`config.mk`:
```
export PLATFORM = sky130hd
export DESIGN_NAME = dynamic_shreg
export DESIGN_NICKNAME = d
export VERILOG_FILES = /design/src/verilog/dynamic_shreg.sv
export SDC_FILE = /design/constraint.sdc
export NUM_CORES = 1
export LEC_CHECK = 0
export BUFFER_PORTS_ARGS = -buffer_cell sky130_fd_sc_hd__buf_2
export CORE_MARGIN = 1.5
export CORE_UTILIZATION = 40
export CTS_BUF_LIST = sky130_fd_sc_hd__clkbuf_2
export CTS_CLUSTER_DIAMETER = 150
export DETAILED_ROUTE_END_ITERATION = 7
export GPL_TIMING_DRIVEN = 1
export PLACE_DENSITY_LB_ADDON = 0.05
export SLEW_MARGIN = 20
export SYNTH_ARGS = -nofsm -noshare
export SYNTH_HDL_FRONTEND = slang
export SYNTH_SLANG_ARGS = --single-unit
export TNS_END_PERCENT = 50
```
`constraint.sdc`:
```
create_clock -name clk -period 1.5 [get_ports clk]
set_input_delay 0.225 -clock clk [delete_from_list [all_inputs] [get_ports clk]]
set_output_delay 0.225 -clock clk [all_outputs]
set_load 0.03 [all_outputs]
```
`src/verilog/dynamic_shreg.sv`:
```
`timescale 1ns/10ps

module dynamic_shreg #(
  parameter int DW = 8,
  parameter int AW = 2
) (
  input  logic          clk,
  input  logic          ce,
  input  logic [AW-1:0] addr,
  input  logic [DW-1:0] din,
  output logic [DW-1:0] dout
);

  localparam int DEPTH = 2 ** AW;

  logic [DW-1:0] taps [DEPTH];

  // Tap n holds din from n+1 enabled edges ago.
  always_ff @(posedge clk) begin
    if (ce) begin
      taps[0] <= din;
      for (int i = 1; i < DEPTH; i++) begin
        taps[i] <= taps[i-1];
      end
    end
  end

  assign dout = taps[addr];

endmodule

```
Word-level counts from Yosys, hierarchy flattened
Memories as Yosys holds them, arrays and structs flattened.
Index checks and enable logic that the tools add are counted.
- output and inout port bits: 8
- bits in writable memories: 32
- register bits after elaboration: 0
- memories: 1
- bits of input ports: 12
- memory list (memory ; words ; width ; rd ports ; clocked after Yosys merged registers in ; wr ports ; RTL line ; RTL):
    taps ; 4 ; 8 ; 4 ; 0 ; 4 ; 16 ; logic [DW-1:0] taps [DEPTH];
- mux-type cells: 2
- operators by type and width (operator ; count):
    $mux 1 ; 2

Longest topological paths before layout
Gate-level depths: netlist (run 1).
- depth after elaboration: 2
- depth in mapped cells: 2
- mapped depth without buffers: 1

Least setup slack after synthesis (run 1)
OpenSTA, ideal clock, no wires.
- path type: input-to-output
- start: input port addr[0]
- end: output port dout[0]
- stages on the path: 2
- arrival time: 965 ps
- setup slack: 310 ps
- buffers on the path: 1
- cells stage by stage: buf_6 mux4_2
- cells in the longest elaborated chain, start to end: 1
- ends and longest elaborated chain (element ; RTL line ; RTL):
    start: declaration ; 9 ; input logic [AW-1:0] addr,
    $mem_v2 4x8 ; -- ;
    end: declaration ; 11 ; output logic [DW-1:0] dout
No other way between the ends.

==> results of run 1 <==
==> how the worst max path moves through the flow <==
| stage | startpoint | endpoint | cells after the start |
|---|---|---|---|
| finish | taps[2][5]$_DFFE_PP_ | dout[5] | 2 |
| floorplan | addr[0] | dout[0] | 2 |
| detailed placement | addr[0] | dout[5] | 4 |
| global route | taps[0][2]$_DFFE_PP_ | dout[2] | 2 |
| global placement | addr[0] | dout[3] | 4 |
| CTS | taps[2][5]$_DFFE_PP_ | dout[5] | 2 |
==> power breakdown <==
part	leakage, nW	internal [W]	total (W)	switching, W
Combinational	0.213	0.000123	0.000230	0.000107
Sequential	0.313	0.00105	0.00108	0.0000247
Clock	0.0302	0.000104	0.000364	0.000259
Total	0.557	0.00128	0.00167	0.000391
==> area by class of cell <==
cell class	count	area [µm²]
well taps	31	38.8
multi-input cells	8	180
flip-flops and latches	32	961
fillers	234	1270
clock buffers	5	25.0
repair buffers	33	268
clock inverters	3	13.8
==> through the flow <==
| step | utilization | setup TNS (ns) | power (W) | std cells | hold slack, ns |
|---|---|---|---|---|---|
| after floorplan | - | 0 | 0.00120 | 42 | 0.324 |
| after global placement | 0.480 | 0 | 0.00127 | 95 | 0.401 |
| after detailed placement | 0.480 | 0 | 0.00127 | 95 | 0.403 |
| after CTS | 0.524 | -1.25 | 0.00169 | 107 | 0.0114 |
| after global routing | 0.539 | -1.55 | 0.00175 | 112 | 0.0104 |
| final | 0.539 | -0.921 | 0.00167 | 112 | 0.0563 |
==> cells in the mapped netlist <==
cell / instances
buf_6: 1
clkbuf_2: 1
edfxtp_1: 32
mux4_2: 8
==> routing by layer <==
metal,GRT usage,up-vias
li1,-,258
met1,0.154,282
met2,0.161,21
met3,0.0507,3
met4,0.0598,0
met5,0,-
==> worst reg2reg max path: cells and delay by family (launching register included) <==
kind                   cells  cell delay [ns]
DFF                        1             0.43
buffers and inverters      2             0.27
==> cell families (layout without fill, tap and decap cells) <==
| logic type | after synthesis | in the layout | synth area share |
|---|---|---|---|
| DFF | 32 | 32 | 0.830 |
| muxes | 8 | 8 | 0.156 |
| buffers and inverters | 2 | 41 | 0.0140 |
==> timing repair <==
action | in CTS | in global routing
buffers inserted | 4 | 3
endpoints found under the hold margin | 0 | 2
resized for setup | 16 | 0
hold buffers | 0 | 2
setup endpoints to repair | 8 | 8
==> impl_metrics.csv, run 1 <==
group,metric,value,unit
die,io_pins,20,
synth,synthesis.area,1160,µm²
finish,largest_register_ffs,32,
critical_path,endpoint_kind,"output pin",
critical_path,worstReg2RegStart,"taps[1][5]$_DFFE_PP_",
critical_path,worst-path-buf-inv,1,
critical_path,max_stage_delay,0.48,ns
critical_path,cp-start-kind,"flip-flop",
cts,clockBufferDepth,2,
detailed_routing,via_per_inst,5.04,
critical_path,reg2regPathDepth,2,
cts,cts.sinks,32,
critical_path,reg2reg_to,"taps[2][5]$_DFFE_PP_",
detailed_routing,drtAntennaViolNets,0,
global_route,grt_util_all_layers,0.115,
critical_path,worst-r2r-setup-slack,0.59,ns
finish,final_cell_mix,"edfxtp_1 (32), buf_2 (11), buf_4 (11)",
critical_path,worst_ep_required_time,1.27,ns
finish,design_area,1490,µm²
critical_path,path_cells,"mux4_2, buf_6",
die,start_util,0.420,
synth,yosysTopAreaCellShare,0.830,
critical_path,worst-setup-path-type,"reg -> out",
die,num_rows,19,
global_route,overflow,0,
finish,area_growth_syn_to_layout,28.4,%
detailed_routing,wire_per_inst,14.8,µm
critical_path,critPathTopFamily,"multiplexers",
power_and_ir_drop,power_leakage,0.557,nW
detailed_routing,wl_met1,717,µm
timing,finalClockSkew,0.0129,ns
synth,seq_area_frac_synth,0.830,
cts,numCtsBuffers,5,
synth,ys_types,4,
status,violations,"negative setup slack",
critical_path,crit_arrival,1.41,ns
timing,fin_ws,-0.134,ns
finish,diodes,0,
global_route,grt_pass1_wl,2560,µm
die,core,2760,µm²
synth,ys_warn_count,0,
global_route,antenna_found_initial,0,
place,port_buffers,19,
global_route,grt_max_degree,18,
synth,synth_top_area_cell,"edfxtp_1",
detailed_routing,drt_iter0_markers,10,
critical_path,slowest_stage,"mux4_2",
finish,reg_top3,"taps: 32 flops",
timing,slew-limit-headroom,0.859,
detailed_routing,drc,0,
power_and_ir_drop,vdd_ir_drop_max,0.698,mV
die,die_area,3230,µm²
status,status,"complete, but fails checks",
global_route,grt_pass1_vias,553,
synth,synth_nets,54,
finish,layout_commonest_cell,"edfxtp_1",
finish,nets,92,
timing,max_freq,612,MHz
hold_path,holdPathEnd,"taps[0][3]$_DFFE_PP_",
synth,synthTopCellsByArea,"edfxtp_1 (83%), mux4_2 (16%), buf_6 (0.97%), clkbuf_2 (0.43%)",
timing,fin_crit_sh,1.09,
place,place_area,1330,µm²
die,die_width,56.8,µm
synth,synthCells,42,
hold_path,hold_path_depth,1,
detailed_routing,num_vias,564,
place,dp_slack,0.101,ns
synth,synth_area_per_cell,27.6,µm²
timing,hold_viol,0,
die,die_y,56.8,µm
timing,tightest_slew,0.211,ns
finish,drive_gt1_frac,0.568,
detailed_routing,top_layer_used,"met4",
timing,setup_viol,8,
power_and_ir_drop,power.density,1120,nW/µm²
place,routabilityCongestion,0.659,
cts,path_clk_slew,0.16,ns
cts,cts_tree,"built",
detailed_routing,routed_wl,1660,µm
hold_path,min_from,"din[3]",
timing,fin_crit,1.63,ns
synth,synth-seq-cells,32,
finish,regMostFlops,"taps",
place,hpwl,1120,µm
critical_path,critPathMaxFanout,2,
run,cap_viol_max_count,0,
detailed_routing,dr_wl_met3,95,µm
cts,clkLatencyLatePin,0.34,ns
hold_path,hold_class,"in -> reg",
cts,cts_max_level,2,
detailed_routing,wl_met2,825,µm
timing,slew_viol_final,0,
detailed_routing,drt_first_pass_iters,4,
cts,clockRootBuffer,"clkbuf_2",
timing,rsz0062_at_grt,"true",
(Power assumes the default switching activity.)
==> run 2: changes to the inputs <==
==> constraint.sdc (replaced) <==
create_clock -name clk -period 1.5 [get_ports clk]
set_input_delay 0 -clock clk [delete_from_list [all_inputs] [get_ports clk]]
set_output_delay 0 -clock clk [all_outputs]
set_load 0.03 [all_outputs]
==> run 2 against run 1 <==
The run now ends clean. Wire length grew 0.36%. Sequential share of layout area increased by 1.8 points. First-iteration DRC count rose by 50%. Clock power rose by 1%. Global-route usage up 0.75 points. Worst hold slack better by 0.30 ns. Die area did not move. Cell count shrank 1.8%. Utilization shrank 1.5 points. Via count shrank 3.4%. Flip-flop and latch count did not move. Highest routed layer unchanged.
==> impl_metrics.csv, run 2 (synthesis gave the netlist of run 1 again) <==
group,metric,value,unit
status,status,"completed",
power_and_ir_drop,power.density,1130,nW/µm²
die,die_y,56.8,µm
critical_path,reg2reg_to,"taps[3][0]$_DFFE_PP_",
detailed_routing,drt_iter0_markers,15,
critical_path,critPathMaxFanout,2,
critical_path,endpoint_kind,"output pin",
timing,tightest_slew,0.282,ns
timing,fin_crit_sh,0.947,
critical_path,crit_arrival,1.42,ns
timing,max_freq,704,MHz
timing,rsz0062_at_grt,"true",
critical_path,worst-r2r-setup-slack,0.73,ns
timing,hold_viol,0,
finish,regMostFlops,"taps",
place,port_buffers,19,
finish,drive_gt1_frac,0.468,
timing,setup_tns,0,ns
global_route,grt_max_degree,24,
die,core,2760,µm²
cts,path_clk_slew,0.15,ns
timing,finalClockSkew,0.0152,ns
finish,diodes,0,
detailed_routing,wire_per_inst,15.1,µm
timing,fin_ws,0.0795,ns
place,place_area,1290,µm²
critical_path,worst_ep_required_time,1.50,ns
global_route,grt_pass1_wl,2700,µm
power_and_ir_drop,p_sw,0.000387,W
power_and_ir_drop,switching_share,0.237,
finish,reg_top3,"taps: 32 flops",
detailed_routing,via_per_inst,4.95,
detailed_routing,num_vias,545,
global_route,overflow,0,
cts,cts.sinks,32,
hold_path,hold_class,"in -> reg",
cts,clkLatencyLatePin,0.34,ns
power_and_ir_drop,p_clk_frac,0.225,
cts,clockBufferDepth,2,
finish,largest_register_ffs,32,
critical_path,reg2regPathDepth,1,
global_route,antenna_found_initial,0,
die,start_util,0.420,
power_and_ir_drop,comb_power_share,0.116,
power_and_ir_drop,p_int,0.00125,W
detailed_routing,drt_first_pass_iters,4,
power_and_ir_drop,vdd_ir_drop_max,0.756,mV
cts,numCtsBuffers,5,
place,routabilityCongestion,0.635,
detailed_routing,drtAntennaViolNets,0,
finish,fillCellCount,231,
cts,clockRootBuffer,"clkbuf_2",
place,dp_slack,0.459,ns
finish,layout_commonest_cell,"edfxtp_1",
place,hpwl,1070,µm
power_and_ir_drop,seqPwrFrac,0.659,
cts,cts_tree,"built",
timing,slew_viol_final,0,
critical_path,worst-setup-path-type,"reg -> out",
critical_path,worstReg2RegStart,"taps[2][0]$_DFFE_PP_",
critical_path,cp-start-kind,"flip-flop",
finish,final_cell_mix,"edfxtp_1 (32), buf_2 (18), dlygate4sd3_1 (9)",
timing,slew-limit-headroom,0.812,
hold_path,holdPathEnd,"taps[0][1]$_DFFE_PP_",
die,die_width,56.8,µm
finish,design_area,1450,µm²
timing,setup_viol,0,
cts,cts_max_level,2,
die,die_area,3230,µm²
hold_path,min_from,"din[1]",
hold_path,hold_path_depth,2,
finish,nets,90,
power_and_ir_drop,power_leakage,0.528,nW
timing,fin_crit,1.42,ns
die,io_pins,20,
finish,area_growth_syn_to_layout,24.9,%
detailed_routing,drc,0,
run,cap_viol_max_count,0,
die,num_rows,19,
detailed_routing,routed_wl,1660,µm
global_route,grt_util_all_layers,0.123,
global_route,grt_pass1_vias,590,
==> run 2: cell count changes in the layout (fill, tap and decap cells not counted), sizes merged <==
cell / previous run / this run
buf: 31 / 22
dlygate4sd3: 2 / 9
==> run 2: metrics by stage <==
step	utilization	std cells	hold slack [ns]	total power [W]
final	0.524	110	0.355	0.00164
after global placement	0.470	91	0.178	0.00126
after CTS	0.516	108	0.316	0.00166
after floorplan	-	42	0.0989	0.00120
after global routing	0.524	110	0.312	0.00172
after detailed placement	0.470	91	0.178	0.00127
==> run 2: critical path, cell delays in order, from the launching register on <==
cell      delay, ns
edfxtp_1       0.44
mux4_2         0.46
buf_2          0.19
==> run 2: per-layer routing <==
metal,vias up,global-route usage,part of all wire
met5,-,0,0
li1,253,-,-
met4,0,0.0797,0.0060
met3,2,0.0507,0.052
met1,275,0.168,0.45
met2,15,0.161,0.49
==> run 2: worst max path at each step <==
stage | end | from | cells past startpoint | slack (ns)
floorplan | dout[0] | taps[2][0]$_DFFE_PP_ | 1 | 0.58
global placement | dout[3] | taps[1][3]$_DFFE_PP_ | 2 | 0.46
detailed placement | dout[1] | taps[2][1]$_DFFE_PP_ | 2 | 0.46
CTS | dout[1] | taps[2][1]$_DFFE_PP_ | 2 | 0.005
global route | dout[0] | taps[2][0]$_DFFE_PP_ | 2 | -0.03
finish | dout[3] | taps[0][3]$_DFFE_PP_ | 2 | 0.08
==> run 2: what timing repair did <==
item	4_1_cts	5_1_grt
setup endpoints to repair	0	5
hold buffers	9	0
resized for setup	0	3
endpoints found under the hold margin	17	0
buffers inserted	0	2
==> run 2: layout make-up <==
class                      count  area, µm²  area share
sequential                    32        961       0.665
multi-input combinational      8        180       0.125
clock inverter                 3       13.8     0.00952
clock buffer                   5       25.0      0.0173
tap                           31       38.8      0.0268
timing repair buffer          31        226       0.157
==> run 2: power by group through the flow <==
stage | combinational (W) | clock (W) | sequential (W)
after global routing | 0.000202 | 0.000432 | 0.00109
final | 0.000190 | 0.000368 | 0.00108
after floorplan | 0.000109 | 0 | 0.00109
after CTS | 0.000184 | 0.000395 | 0.00108
after detailed placement | 0.000167 | 0 | 0.00110
after global placement | 0.000166 | 0 | 0.00110
==> run 3: changes to the inputs <==
--- a/config.mk
+++ b/config.mk
@@ -5,6 +5,7 @@
 export SDC_FILE = /design/constraint.sdc
 export NUM_CORES = 1
 export LEC_CHECK = 0
+export ABC_AREA = 1
 export BUFFER_PORTS_ARGS = -buffer_cell sky130_fd_sc_hd__buf_2
 export CORE_MARGIN = 1.5
 export CORE_UTILIZATION = 40
==> constraint.sdc (replaced) <==
create_clock -name clk -period 1.6 [get_ports clk]
set_input_delay 0 -clock clk [delete_from_list [all_inputs] [get_ports clk]]
set_output_delay 0 -clock clk [all_outputs]
set_load 0.03 [all_outputs]
==> run 3 against run 2 <==
Critical path depth increased by 3. Via count increased by 60%. First-iteration DRC count increased to 2.6 times the previous value. Flip-flop and latch count unchanged. Utilization decreased by 1.3 points. Highest routed layer unchanged.
==> impl_metrics.csv, run 3 <==
group,metric,value,unit
cts,clockRootBuffer,"clkbuf_2",
cts,cts.sinks,32,
die,num_rows,20,
detailed_routing,via_per_inst,4.31,
timing,whs,0.185,ns
die,start_util,0.434,
synth,synth-seq-cells,32,
synth,yosys.cell_count.top_type,"nand2_1",
timing,hold_viol,0,
cts,cts_tree,"built",
finish,regMostFlops,"taps",
synth,synthTopCellsByArea,"edfxtp_1 (71%), nand2_1 (11%), inv_1 (9.1%), nand3_1 (5.9%), buf_6 (1.7%)",
finish,drive_gt1_frac,0.177,
synth,ys.flop_type,"edfxtp_1",
status,status,"completed",
detailed_routing,drt_iter0_markers,39,
timing,fin_crit_sh,0.767,
timing,setup_viol,0,
timing,fin_crit,1.23,ns
hold_path,min_from,"ce",
timing,setup_tns,0,ns
die,core,3130,µm²
cts,cts_max_level,2,
timing,finalClockSkew,0.0131,ns
power_and_ir_drop,power_leakage,0.774,nW
timing,rsz0062_at_grt,"false",
critical_path,worst-r2r-setup-slack,0.91,ns
finish,nets,169,
synth,synthesis.area,1360,µm²
die,die_y,61.2,µm
critical_path,worst_ep_required_time,1.60,ns
detailed_routing,drc,0,
global_route,grt_pass1_vias,775,
detailed_routing,routed_wl,2250,µm
synth,netlist_top_cells_count,"nand2_1 (40), inv_1 (33), edfxtp_1 (32), nand3_1 (16), buf_6 (2)",
critical_path,reg2reg_to,"taps[2][1]$_DFFE_PP_",
hold_path,hold_path_depth,2,
detailed_routing,wire_per_inst,11.2,µm
hold_path,hold_class,"in -> reg",
detailed_routing,num_vias,871,
critical_path,crit_arrival,1.23,ns
synth,synth_nets,138,
die,io_pins,20,
timing,slew-limit-headroom,0.734,
place,routabilityCongestion,0.697,
global_route,antenna_found_initial,0,
finish,utilization,0.511,
place,hpwl,1310,µm
finish,layout_commonest_cell,"nand2_1",
die,die_width,61.2,µm
detailed_routing,drt_first_pass_iters,7,
global_route,grt_max_degree,33,
timing,max_freq,815,MHz
finish,diodes,0,
finish,reg_top3,"taps: 32 flops",
die,die_area,3750,µm²
synth,ys_warn_count,0,
synth,async_flop_share,0,
synth,synth_top_area_cell,"edfxtp_1",
critical_path,endpoint_kind,"output pin",
global_route,grt_util_all_layers,0.136,
hold_path,holdPathEnd,"taps[1][6]$_DFFE_PP_",
run,cap_viol_max_count,0,
critical_path,cp-start-kind,"flip-flop",
detailed_routing,drtAntennaViolNets,0,
finish,area_growth_syn_to_layout,17.8,%
critical_path,reg2regPathDepth,0,
synth,yosysTopAreaCellShare,0.708,
critical_path,worst-setup-path-type,"reg -> out",
cts,clkLatencyLatePin,0.36,ns
place,port_buffers,19,
cts,cts_post_setup_buffers_inserted,0,
global_route,overflow,0,
power_and_ir_drop,vdd_ir_drop_max,0.457,mV
timing,tightest_slew,0.400,ns
critical_path,worstReg2RegStart,"taps[1][1]$_DFFE_PP_",
global_route,grt_pass1_wl,3400,µm
synth,ys_types,8,
synth,synth-edff-count,32,
synth,synth_area_per_cell,10.8,µm²
synth,synthCells,126,
finish,largest_register_ffs,32,
finish,final_cell_mix,"nand2_1 (40), inv_1 (33), edfxtp_1 (32)",
cts,numCtsBuffers,5,
power_and_ir_drop,power.density,989,nW/µm²
critical_path,critPathMaxFanout,2,
timing,slew_viol_final,0,
cts,path_clk_slew,0.16,ns
cts,clockBufferDepth,2,
synth,seq_area_frac_synth,0.708,
==> run 3: cell count changes in the layout (fill, tap and decap cells not counted), sizes merged <==
cell / change
dlygate4sd3: -1
buf: -2
nand2: +40
nand3: +16
clkinv: -2
mux4: -8
inv: +34
clkbuf: +2
==> run 3: worst max-delay path, cell delays in order, from the launching register on <==
cell and delay, ns:
edfxtp_1 0.41, inv_1 0.06, nand2_1 0.06, nand3_1 0.11, nand2_1 0.06, buf_2 0.17
==> run 3: power by group <==
group | switching, W | internal, W | leakage (nW)
clock | 0.000259 | 0.000117 | 0.0306
combinational | 0.000127 | 0.0000668 | 0.430
sequential | 0.0000233 | 0.000988 | 0.313
==> run 3: per-layer routing <==
metal / global-route usage / routed length [µm]
met5: 0 / 0
met2: 0.208 / 1050
met3: 0.0483 / 127
met1: 0.153 / 1070
met4: 0.112 / 14
==> run 3: cell type report <==
type	instances	area [µm²]
fillers	294	1530
inverters	34	130
well taps	44	55.1
clock inverters	1	3.75
repair buffers	28	183
flip-flops and latches	32	961
multi-input cells	56	230
clock buffers	7	35.0
==> run 3: what timing repair did <==
item | CTS | global route
gates resized for setup | 0 | 0
hold endpoints to repair | 8 | 0
hold buffers | 8 | 0
==> run 3: worst max-delay path by stage <==
| stage | from | endpoint |
|---|---|---|
| after floorplan | taps[1][0]$_DFFE_PP_ | dout[0] |
| after global placement | addr[0] | dout[5] |
| after detailed placement | addr[0] | dout[5] |
| after CTS | taps[1][7]$_DFFE_PP_ | dout[7] |
| after global routing | taps[1][7]$_DFFE_PP_ | dout[7] |
| final | taps[1][7]$_DFFE_PP_ | dout[7] |
==> run 3: cells by family after synthesis <==
group | share of synthesized area
simple gates | 0.170
flops | 0.708
buf+inv | 0.122
==> run 3: through the flow <==
step                      power (W)  setup WS [ns]  instances  area (µm²)
final                       0.00158          0.373        202        1600
after global routing        0.00166          0.267        202        1600
after CTS                   0.00160          0.334        202        1600
after detailed placement    0.00121          0.725        186        1480
after global placement      0.00121          0.754        186        1480
after floorplan             0.00115          0.903        126        1360
